File: src/include/acmd_macros.svh
// Address/command path constants for pin layout, word packing and buffer depth
`ifndef ACMD_MACROS_SVH
`define ACMD_MACROS_SVH

// ******************************
// Pin and word geometry
// ******************************

// Pins from MSB down are cs_n, ras_n, cas_n, we_n, bank[2:0], addr[8:0]
`define ACMD_PIN_WIDTH 16

// One quarter-rate word carries four full-rate pin beats
`define ACMD_BEATS 4

// Beat 0 occupies the least significant pin slice of the word
`define ACMD_WORD_WIDTH (`ACMD_PIN_WIDTH * `ACMD_BEATS)

// Number of words the buffer between encoder and pad can hold
`define ACMD_FIFO_DEPTH 4

// Idle pin value, all control bits high with bank and address at zero
`define ACMD_DESELECT 16'hf000

`endif

File: src/logic/acmd_pkg.sv
// Shared enum types for the address/command encoder and pad serializer
package acmd_pkg;

    // ******************************
    // Command opcodes
    // ******************************

    // Opcodes accepted on the request side of the encoder
    // The control pin pattern of each one follows the DDR3 truth table
    typedef enum logic [2:0] {
        CMD_NOP       = 3'd0,
        CMD_ACTIVATE  = 3'd1,
        CMD_READ      = 3'd2,
        CMD_WRITE     = 3'd3,
        CMD_PRECHARGE = 3'd4,
        CMD_REFRESH   = 3'd5
    } cmd_opcode_e;

    // ******************************
    // Serializer states
    // ******************************

    // IDLE drives the deselect pattern onto the pins
    // SHIFT walks through the four beats of the word held in the half-rate stage
    typedef enum logic {
        SER_IDLE  = 1'b0,
        SER_SHIFT = 1'b1
    } ser_state_e;

endpackage

File: src/logic/acmd_encoder.sv
// Command encoder that packs one DDR3 command plus three NOP beats into a quarter-rate word
`timescale 1ns/1ps

`include "acmd_macros.svh"

module acmd_encoder (
    input  logic                         leveling_clk,
    input  logic                         rst_n,
    input  logic                         cmd_req,
    input  acmd_pkg::cmd_opcode_e        cmd_opcode,
    input  logic [2:0]                   cmd_bank,
    input  logic [8:0]                   cmd_addr,
    input  logic                         word_full,
    output logic                         word_push,
    output logic [`ACMD_WORD_WIDTH-1:0]  word_data,
    output logic                         cmd_drop
);

    import acmd_pkg::*;

    // Control bits in pin order ras_n, cas_n, we_n
    logic [2:0]                   cmd_ctrl;
    logic [`ACMD_PIN_WIDTH-1:0]   cmd_beat;
    logic [`ACMD_PIN_WIDTH-1:0]   nop_beat;
    logic [`ACMD_WORD_WIDTH-1:0]  next_word;
    logic                         req_accept;

    // ******************************
    // Opcode to pin translation
    // ******************************

    always_comb begin
        case (cmd_opcode)
            CMD_NOP:       cmd_ctrl = 3'b111;
            CMD_ACTIVATE:  cmd_ctrl = 3'b011;
            CMD_READ:      cmd_ctrl = 3'b101;
            CMD_WRITE:     cmd_ctrl = 3'b100;
            CMD_PRECHARGE: cmd_ctrl = 3'b010;
            CMD_REFRESH:   cmd_ctrl = 3'b001;
            // Unused encodings fall back to a harmless NOP
            default:       cmd_ctrl = 3'b111;
        endcase
    end

    // Chip select is low for every command, including a requested NOP
    assign cmd_beat = {1'b0, cmd_ctrl, cmd_bank, cmd_addr};

    // Filler beats are NOPs with bank and address held at zero
    assign nop_beat = {1'b0, 3'b111, 3'b000, 9'd0};

    // The command lands in beat 0 and NOPs pad out the rest of the word
    always_comb begin
        next_word = '0;
        for (int b = 0; b < `ACMD_BEATS; b++) begin
            next_word[b*`ACMD_PIN_WIDTH +: `ACMD_PIN_WIDTH] = (b == 0) ? cmd_beat : nop_beat;
        end
    end

    // A request only goes forward when the buffer reports room for it
    assign req_accept = cmd_req && !word_full;

    // ******************************
    // Output registers
    // ******************************

    // Push and drop strobes follow the request by exactly one cycle
    always_ff @(posedge leveling_clk) begin
        if (!rst_n) begin
            word_push <= 1'b0;
            cmd_drop  <= 1'b0;
        end else begin
            word_push <= req_accept;
            cmd_drop  <= cmd_req && word_full;
        end
    end

    // Word payload is only loaded on an accepted request
    always_ff @(posedge leveling_clk) begin
        if (req_accept) begin
            word_data <= next_word;
        end
    end

endmodule

File: src/logic/acmd_pad_serializer.sv
// Pad serializer taking quarter-rate words through half rate and full rate onto the pins
`timescale 1ns/1ps

`include "acmd_macros.svh"

module acmd_pad_serializer (
    input  logic                         leveling_clk,
    input  logic                         rst_n,
    input  logic [`ACMD_WORD_WIDTH-1:0]  word_head,
    input  logic                         word_empty,
    output logic                         word_pop,
    output logic [`ACMD_PIN_WIDTH-1:0]   mem_ac
);

    import acmd_pkg::*;

    localparam int CNT_W  = $clog2(`ACMD_BEATS);
    localparam int HALF_W = `ACMD_WORD_WIDTH / 2;

    ser_state_e                   state;
    logic [CNT_W-1:0]             beat_cnt;
    logic                         last_beat;

    // Half-rate stage, the word taken from the buffer split into two half-words
    logic [`ACMD_WORD_WIDTH-1:0]  hr_word;
    logic [HALF_W-1:0]            hr_half_lo;
    logic [HALF_W-1:0]            hr_half_hi;

    // Full-rate stage, one half-word and then one beat out of it
    logic [HALF_W-1:0]            fr_half;
    logic [CNT_W-2:0]             fr_idx;
    logic [`ACMD_PIN_WIDTH-1:0]   fr_beat;

    assign last_beat = (beat_cnt == CNT_W'(`ACMD_BEATS - 1));

    // ******************************
    // Pop scheduling
    // ******************************

    // From IDLE the first waiting word is taken at once
    // In SHIFT the next word is taken while beat 3 is selected, so words
    // follow each other without a deselect gap
    always_comb begin
        word_pop = 1'b0;
        case (state)
            SER_IDLE:  word_pop = !word_empty;
            SER_SHIFT: word_pop = last_beat && !word_empty;
            default:   word_pop = 1'b0;
        endcase
    end

    always_ff @(posedge leveling_clk) begin
        if (!rst_n) begin
            state    <= SER_IDLE;
            beat_cnt <= '0;
        end else begin
            case (state)
                SER_IDLE: begin
                    beat_cnt <= '0;
                    if (word_pop) begin
                        state <= SER_SHIFT;
                    end
                end
                SER_SHIFT: begin
                    // Counter wraps to 0 on the last beat, ready for a chained word
                    beat_cnt <= beat_cnt + 1'b1;
                    if (last_beat && !word_pop) begin
                        state <= SER_IDLE;
                    end
                end
                default: state <= SER_IDLE;
            endcase
        end
    end

    // ******************************
    // Rate conversion datapath
    // ******************************

    // Half-rate register may already hold the next word while the pad
    // register is still showing the last beat of the current one
    always_ff @(posedge leveling_clk) begin
        if (word_pop) begin
            hr_word <= word_head;
        end
    end

    // Lower half carries beats 0 and 1, upper half beats 2 and 3
    assign hr_half_lo = hr_word[HALF_W-1:0];
    assign hr_half_hi = hr_word[`ACMD_WORD_WIDTH-1:HALF_W];

    // Top counter bit picks the half, the rest picks the beat inside it
    assign fr_half = beat_cnt[CNT_W-1] ? hr_half_hi : hr_half_lo;
    assign fr_idx  = beat_cnt[CNT_W-2:0];
    assign fr_beat = fr_half[fr_idx*`ACMD_PIN_WIDTH +: `ACMD_PIN_WIDTH];

    // Pad register, the last flop before the pins
    always_ff @(posedge leveling_clk) begin
        if (!rst_n) begin
            mem_ac <= `ACMD_DESELECT;
        end else if (state == SER_SHIFT) begin
            mem_ac <= fr_beat;
        end else begin
            mem_ac <= `ACMD_DESELECT;
        end
    end

endmodule

File: src/logic/acmd_path_top.sv
// Address/command output path joining the encoder, word FIFO and pad serializer
`timescale 1ns/1ps

`include "acmd_macros.svh"

module acmd_path_top (
    input  logic                        leveling_clk,
    input  logic                        rst_n,
    input  logic                        cmd_req,
    input  acmd_pkg::cmd_opcode_e       cmd_opcode,
    input  logic [2:0]                  cmd_bank,
    input  logic [8:0]                  cmd_addr,
    output logic                        cmd_full,
    output logic                        cmd_drop,
    output logic [`ACMD_PIN_WIDTH-1:0]  mem_ac
);

    // Encoder to buffer
    logic                         word_push;
    logic [`ACMD_WORD_WIDTH-1:0]  word_data;
    logic                         word_full;

    // Buffer to serializer
    logic                         word_pop;
    logic [`ACMD_WORD_WIDTH-1:0]  word_head;
    logic                         word_empty;

    // ******************************
    // Producer
    // ******************************

    acmd_encoder i_acmd_encoder (
        .leveling_clk (leveling_clk),
        .rst_n        (rst_n),
        .cmd_req      (cmd_req),
        .cmd_opcode   (cmd_opcode),
        .cmd_bank     (cmd_bank),
        .cmd_addr     (cmd_addr),
        .word_full    (word_full),
        .word_push    (word_push),
        .word_data    (word_data),
        .cmd_drop     (cmd_drop)
    );

    acmd_word_fifo i_acmd_word_fifo (
        .leveling_clk (leveling_clk),
        .rst_n        (rst_n),
        .word_push    (word_push),
        .word_data    (word_data),
        .word_pop     (word_pop),
        .word_head    (word_head),
        .word_full    (word_full),
        .word_empty   (word_empty)
    );

    // ******************************
    // Consumer
    // ******************************

    acmd_pad_serializer i_acmd_pad_serializer (
        .leveling_clk (leveling_clk),
        .rst_n        (rst_n),
        .word_head    (word_head),
        .word_empty   (word_empty),
        .word_pop     (word_pop),
        .mem_ac       (mem_ac)
    );

    // Requesters see the buffer's full flag directly
    assign cmd_full = word_full;

endmodule

File: src/logic/acmd_word_fifo.sv
// Circular word buffer between the command encoder and the pad serializer
`timescale 1ns/1ps

`include "acmd_macros.svh"

module acmd_word_fifo (
    input  logic                         leveling_clk,
    input  logic                         rst_n,
    input  logic                         word_push,
    input  logic [`ACMD_WORD_WIDTH-1:0]  word_data,
    input  logic                         word_pop,
    output logic [`ACMD_WORD_WIDTH-1:0]  word_head,
    output logic                         word_full,
    output logic                         word_empty
);

    localparam int PTR_W = $clog2(`ACMD_FIFO_DEPTH);
    localparam int CNT_W = $clog2(`ACMD_FIFO_DEPTH + 1);

    logic [`ACMD_WORD_WIDTH-1:0]  fifo_mem [`ACMD_FIFO_DEPTH];
    logic [PTR_W-1:0]             wr_ptr;
    logic [PTR_W-1:0]             rd_ptr;
    logic [CNT_W-1:0]             count;
    logic                         full_now;
    logic                         do_push;
    logic                         do_pop;

    assign full_now   = (count == CNT_W'(`ACMD_FIFO_DEPTH));
    assign word_empty = (count == '0);

    // The encoder samples full one cycle before its push lands, so the flag
    // also rises when the last free slot is being filled right now
    assign word_full = full_now ||
                       ((count == CNT_W'(`ACMD_FIFO_DEPTH - 1)) && word_push && !word_pop);

    // Overflowing pushes and pops from an empty buffer are discarded
    assign do_push = word_push && !full_now;
    assign do_pop  = word_pop && !word_empty;

    // Head word is visible the cycle after it was written
    assign word_head = fifo_mem[rd_ptr];

    // ******************************
    // Pointers and occupancy
    // ******************************

    always_ff @(posedge leveling_clk) begin
        if (!rst_n) begin
            wr_ptr <= '0;
            rd_ptr <= '0;
            count  <= '0;
        end else begin
            if (do_push) begin
                wr_ptr <= (wr_ptr == PTR_W'(`ACMD_FIFO_DEPTH - 1)) ? '0 : wr_ptr + 1'b1;
            end
            if (do_pop) begin
                rd_ptr <= (rd_ptr == PTR_W'(`ACMD_FIFO_DEPTH - 1)) ? '0 : rd_ptr + 1'b1;
            end
            // A push and a pop in the same cycle leave the count unchanged
            if (do_push && !do_pop) begin
                count <= count + 1'b1;
            end else if (do_pop && !do_push) begin
                count <= count - 1'b1;
            end
        end
    end

    // Storage array
    always_ff @(posedge leveling_clk) begin
        if (do_push) begin
            fifo_mem[wr_ptr] <= word_data;
        end
    end

endmodule

File: config.mk
export PLATFORM = sky130hd
export DESIGN_NAME = acmd_path_top
export DESIGN_NICKNAME = d
export VERILOG_FILES = /design/src/logic/acmd_pkg.sv /design/src/logic/acmd_encoder.sv /design/src/logic/acmd_pad_serializer.sv /design/src/logic/acmd_path_top.sv /design/src/logic/acmd_word_fifo.sv
export VERILOG_INCLUDE_DIRS = /design/src /design/src/include
export SDC_FILE = /design/constraint.sdc
export NUM_CORES = 1
export LEC_CHECK = 0
export CELL_PAD_IN_SITES_DETAIL_PLACEMENT = 1
export CELL_PAD_IN_SITES_GLOBAL_PLACEMENT = 2
export CORE_ASPECT_RATIO = 2
export CORE_MARGIN = 2
export CORE_UTILIZATION = 40
export DETAILED_ROUTE_END_ITERATION = 12
export DONT_BUFFER_PORTS = 1
export PLACE_DENSITY_LB_ADDON = 0.1
export SETUP_SLACK_MARGIN = 0.4
export SYNTH_ARGS = -nofsm -noshare
export SYNTH_HDL_FRONTEND = slang
export SYNTH_SLANG_ARGS = --single-unit
File: constraint.sdc
create_clock -name leveling_clk -period 3.39 [get_ports leveling_clk]
set_input_delay 0.339 -clock leveling_clk [delete_from_list [all_inputs] [get_ports leveling_clk]]
set_output_delay 0.339 -clock leveling_clk [all_outputs]
set_load 0.02 [all_outputs]
==> impl_metrics.env <==
export IMPL_antennaDiodeCount=0
export IMPL_grt_pass1_vias=2138
export IMPL_clock_sinks=118
export IMPL_worstSkewPairLatency_ns=0.40
export IMPL_die_area_um2=11400
export IMPL_clock_skew_ns=0.00796
export IMPL_synth_top_area_frac=0.645
export IMPL_dr_total_vias=1851
export IMPL_avgSynthCellArea_um2=19.1
export IMPL_reg2reg_to="i_acmd_word_fifo.count[2]"
export IMPL_hold_start="cmd_bank[2]"
export IMPL_yosys_top_cells_count="90 x edfxtp_1, 28 x dfxtp_1, 15 x mux4_2, 14 x and2_1, 10 x nand2_1"
export IMPL_period_share=0.717
export IMPL_synth_seq_cells=118
export IMPL_via_per_inst=4.85
export IMPL_crit_path_end_kind="flop"
export IMPL_synth_nets=246
export IMPL_tightest_slew_ns=0.892
export IMPL_portBuffers=0
export IMPL_critPathArrivalTime_ns=2.75
export IMPL_htreeDepth=4
export IMPL_setup_tns_ns=0
export IMPL_finalHoldViolations=0
export IMPL_layout_min_cycle_time_ns=2.43
export IMPL_layout_drive_gt1_share=0.215
export IMPL_cts_inserted_buffers=17
export IMPL_clkPwrFrac=0.402
export IMPL_synth_main_ff_cell="edfxtp_1"
export IMPL_totalWireLength_mm=6.81
export IMPL_grt_pass1_wl_mm=11.1
export IMPL_startpoint="i_acmd_word_fifo.count[0]"
export IMPL_setup_viol=0
export IMPL_regToRegSetupSlack_ns=0.96
export IMPL_instances_no_fill=382
export IMPL_whs_ns=0.0282
export IMPL_synthTopCellsByArea="edfxtp_1 64%, dfxtp_1 13%, mux4_2 8.1%"
export IMPL_p_leak_uw=0.00171
export IMPL_cp_start_kind="flop"
export IMPL_netlist_instances=219
export IMPL_ioPinCount=36
export IMPL_critPathRequiredTime_ns=3.71
export IMPL_clockRootBuffer="clkbuf_16"
export IMPL_clockBufferDepth=2
export IMPL_drt_initial_drc_count=128
export IMPL_peakVddDrop_mv=0.466
export IMPL_cts_hold_repair_buffers=0
export IMPL_ys_async_sr_fraction=0
export IMPL_grt_max_degree=19
export IMPL_gp_congestion=0.677
export IMPL_synth_edf_count=90
export IMPL_num_rows=52
export IMPL_cts_tree="built"
export IMPL_outcome="finished, final reports clean"
export IMPL_die_w_um=76.4
export IMPL_ys_types=36
export IMPL_overflow=0
export IMPL_postRouteAntennaNets=0
export IMPL_rsz0062_at_grt="no"
export IMPL_multiInputGateArea_um2=866
export IMPL_clkTransAtPathRegs_ns=0.05
export IMPL_setup_ws_ns=0.961
export IMPL_final_util=0.486
export IMPL_synth_most_common_cell="edfxtp_1"
export IMPL_holdPathEnd="i_acmd_encoder.word_data[11]"
export IMPL_postCtsSetupBuffers=0
export IMPL_fmax_mhz=412
export IMPL_nets=261
export IMPL_postCtsResizedCells=0
export IMPL_slew_headroom=0.405
export IMPL_antenna_found_initial=0
export IMPL_post_place_cells=350
export IMPL_reg2regPathDepth=10
export IMPL_die_y_um=149
export IMPL_place_ws_ns=0.924
export IMPL_first_pass_iters=4
export IMPL_seqPwrFrac=0.464
export IMPL_yosysTopAreaCell="edfxtp_1"
export IMPL_grt_usage=0.136
export IMPL_cellInternalPower_uw=3310
export IMPL_r2r_start="i_acmd_word_fifo.count[0]"
export IMPL_maxCapViolations=0
export IMPL_start_util=0.413
export IMPL_syn_to_final_growth_pct=17.8
export IMPL_drc=0
export IMPL_pwr_share_comb=0.134
export IMPL_seq_area_frac_synth=0.779
export IMPL_worst_setup_path_type="reg2reg"
export IMPL_synth_warnings=0
export IMPL_p_switching_uw=1040
export IMPL_maxSlewViolCount=0
export IMPL_hold_class="in2reg"
export IMPL_swShare=0.239
export IMPL_seqCellArea_um2=3260
export IMPL_drt_wirelength_per_cell_um=17.8
export IMPL_path_max_fanout=18
export IMPL_core_area_um2=10100
export IMPL_powerDensity_nw_per_um2=881
export IMPL_syn_area_um2=4190
export IMPL_whs_path_depth=0
export IMPL_nFillCells=986
export IMPL_dp_hpwl_mm=4.56
## cell families (layout without fill, tap and decap cells)
family                   after synthesis  in the layout  share of synthesized area
AO/OA/AOI/OAI                          8              8                     0.0125
adder cells (fa/ha/maj)                9              9                     0.0287
multiplexers                          19             19                     0.0901
AND/OR/NAND/NOR                       49             49                     0.0690
flip-flops                           118            118                      0.779
XOR/XNOR                               3              3                    0.00627
buffers and inverters                 13             41                     0.0149
## worst max-delay path: stages, from the launching register on
cell and delay (ns):
dfxtp_1 0.36, nor3_1 0.25, a21oi_1 0.07, buf_4 0.22, inv_1 0.09, ha_1 0.18
inv_1 0.06, fa_1 0.38, xor2_1 0.16, or3_2 0.40, a21boi_0 0.17
## stage by stage
step	area [um2]	power, uW
floorplan	4190	2480
global placement	4340	2600
detailed placement	4340	2650
CTS	4940	4410
global route	4940	4540
finish	4940	4350
## placed cells by master, fill, tap and decap left out, drive strengths merged, types with 4 or more instances in the layout
cell | netlist | layout
and2 | 15 | 15
and3 | 5 | 5
clkbuf | 3 | 24
clkinv | 0 | 5
dfxtp | 28 | 28
edfxtp | 90 | 90
ha | 8 | 8
inv | 7 | 7
mux2i | 4 | 4
mux4 | 15 | 15
nand2 | 10 | 10
nand2b | 4 | 4
nor2 | 5 | 5
## worst max-delay path by stage
| stage | endpoint | cells after the start |
|---|---|---|
| finish | i_acmd_word_fifo.count[2] | 10 |
| CTS | i_acmd_word_fifo.count[2] | 10 |
| global route | i_acmd_word_fifo.count[2] | 10 |
| global placement | i_acmd_word_fifo.count[2] | 10 |
| floorplan | i_acmd_word_fifo.count[2] | 10 |
| detailed placement | i_acmd_word_fifo.count[2] | 10 |
## state kept, by name, indices dropped and copies added, names as in the netlist
register	count
i_acmd_word_fifo.wr_ptr	2
i_acmd_encoder.word_push	1
i_acmd_pad_serializer.beat_cnt	2
i_acmd_pad_serializer.hr_word	15
i_acmd_pad_serializer.state	1
i_acmd_encoder.word_data	15
i_acmd_word_fifo.fifo_mem	60
i_acmd_word_fifo.count	3
i_acmd_encoder.cmd_drop	1
i_acmd_pad_serializer.mem_ac	16
i_acmd_word_fifo.rd_ptr	2
## per-layer routing
metal	GRT usage	share of wire
met1	0.136	0.39
met2	0.242	0.56
met3	0.0454	0.033
met4	0.0791	0.022
met5	0	0
## final cells by class
cell class                      instances  share of cell area
Clock buffer                           24               0.102
Clock inverter                          8              0.0193
Inverter                                7             0.00532
Multi-Input combinational cell         88               0.175
Sequential cell                       118               0.661
Tap cell                              135              0.0342
Timing Repair Buffer                    2             0.00304
## power by group through the flow
| stage | Clock [uW] | Sequential [uW] | Combinational (uW) |
|---|---|---|---|
| floorplan | 0 | 1990 | 485 |
| global placement | 0 | 2030 | 569 |
| detailed placement | 0 | 2050 | 595 |
| CTS | 1780 | 2030 | 601 |
| global route | 1850 | 2040 | 654 |
| finish | 1750 | 2020 | 582 |
Note: power is estimated with default switching activity, not from simulation.
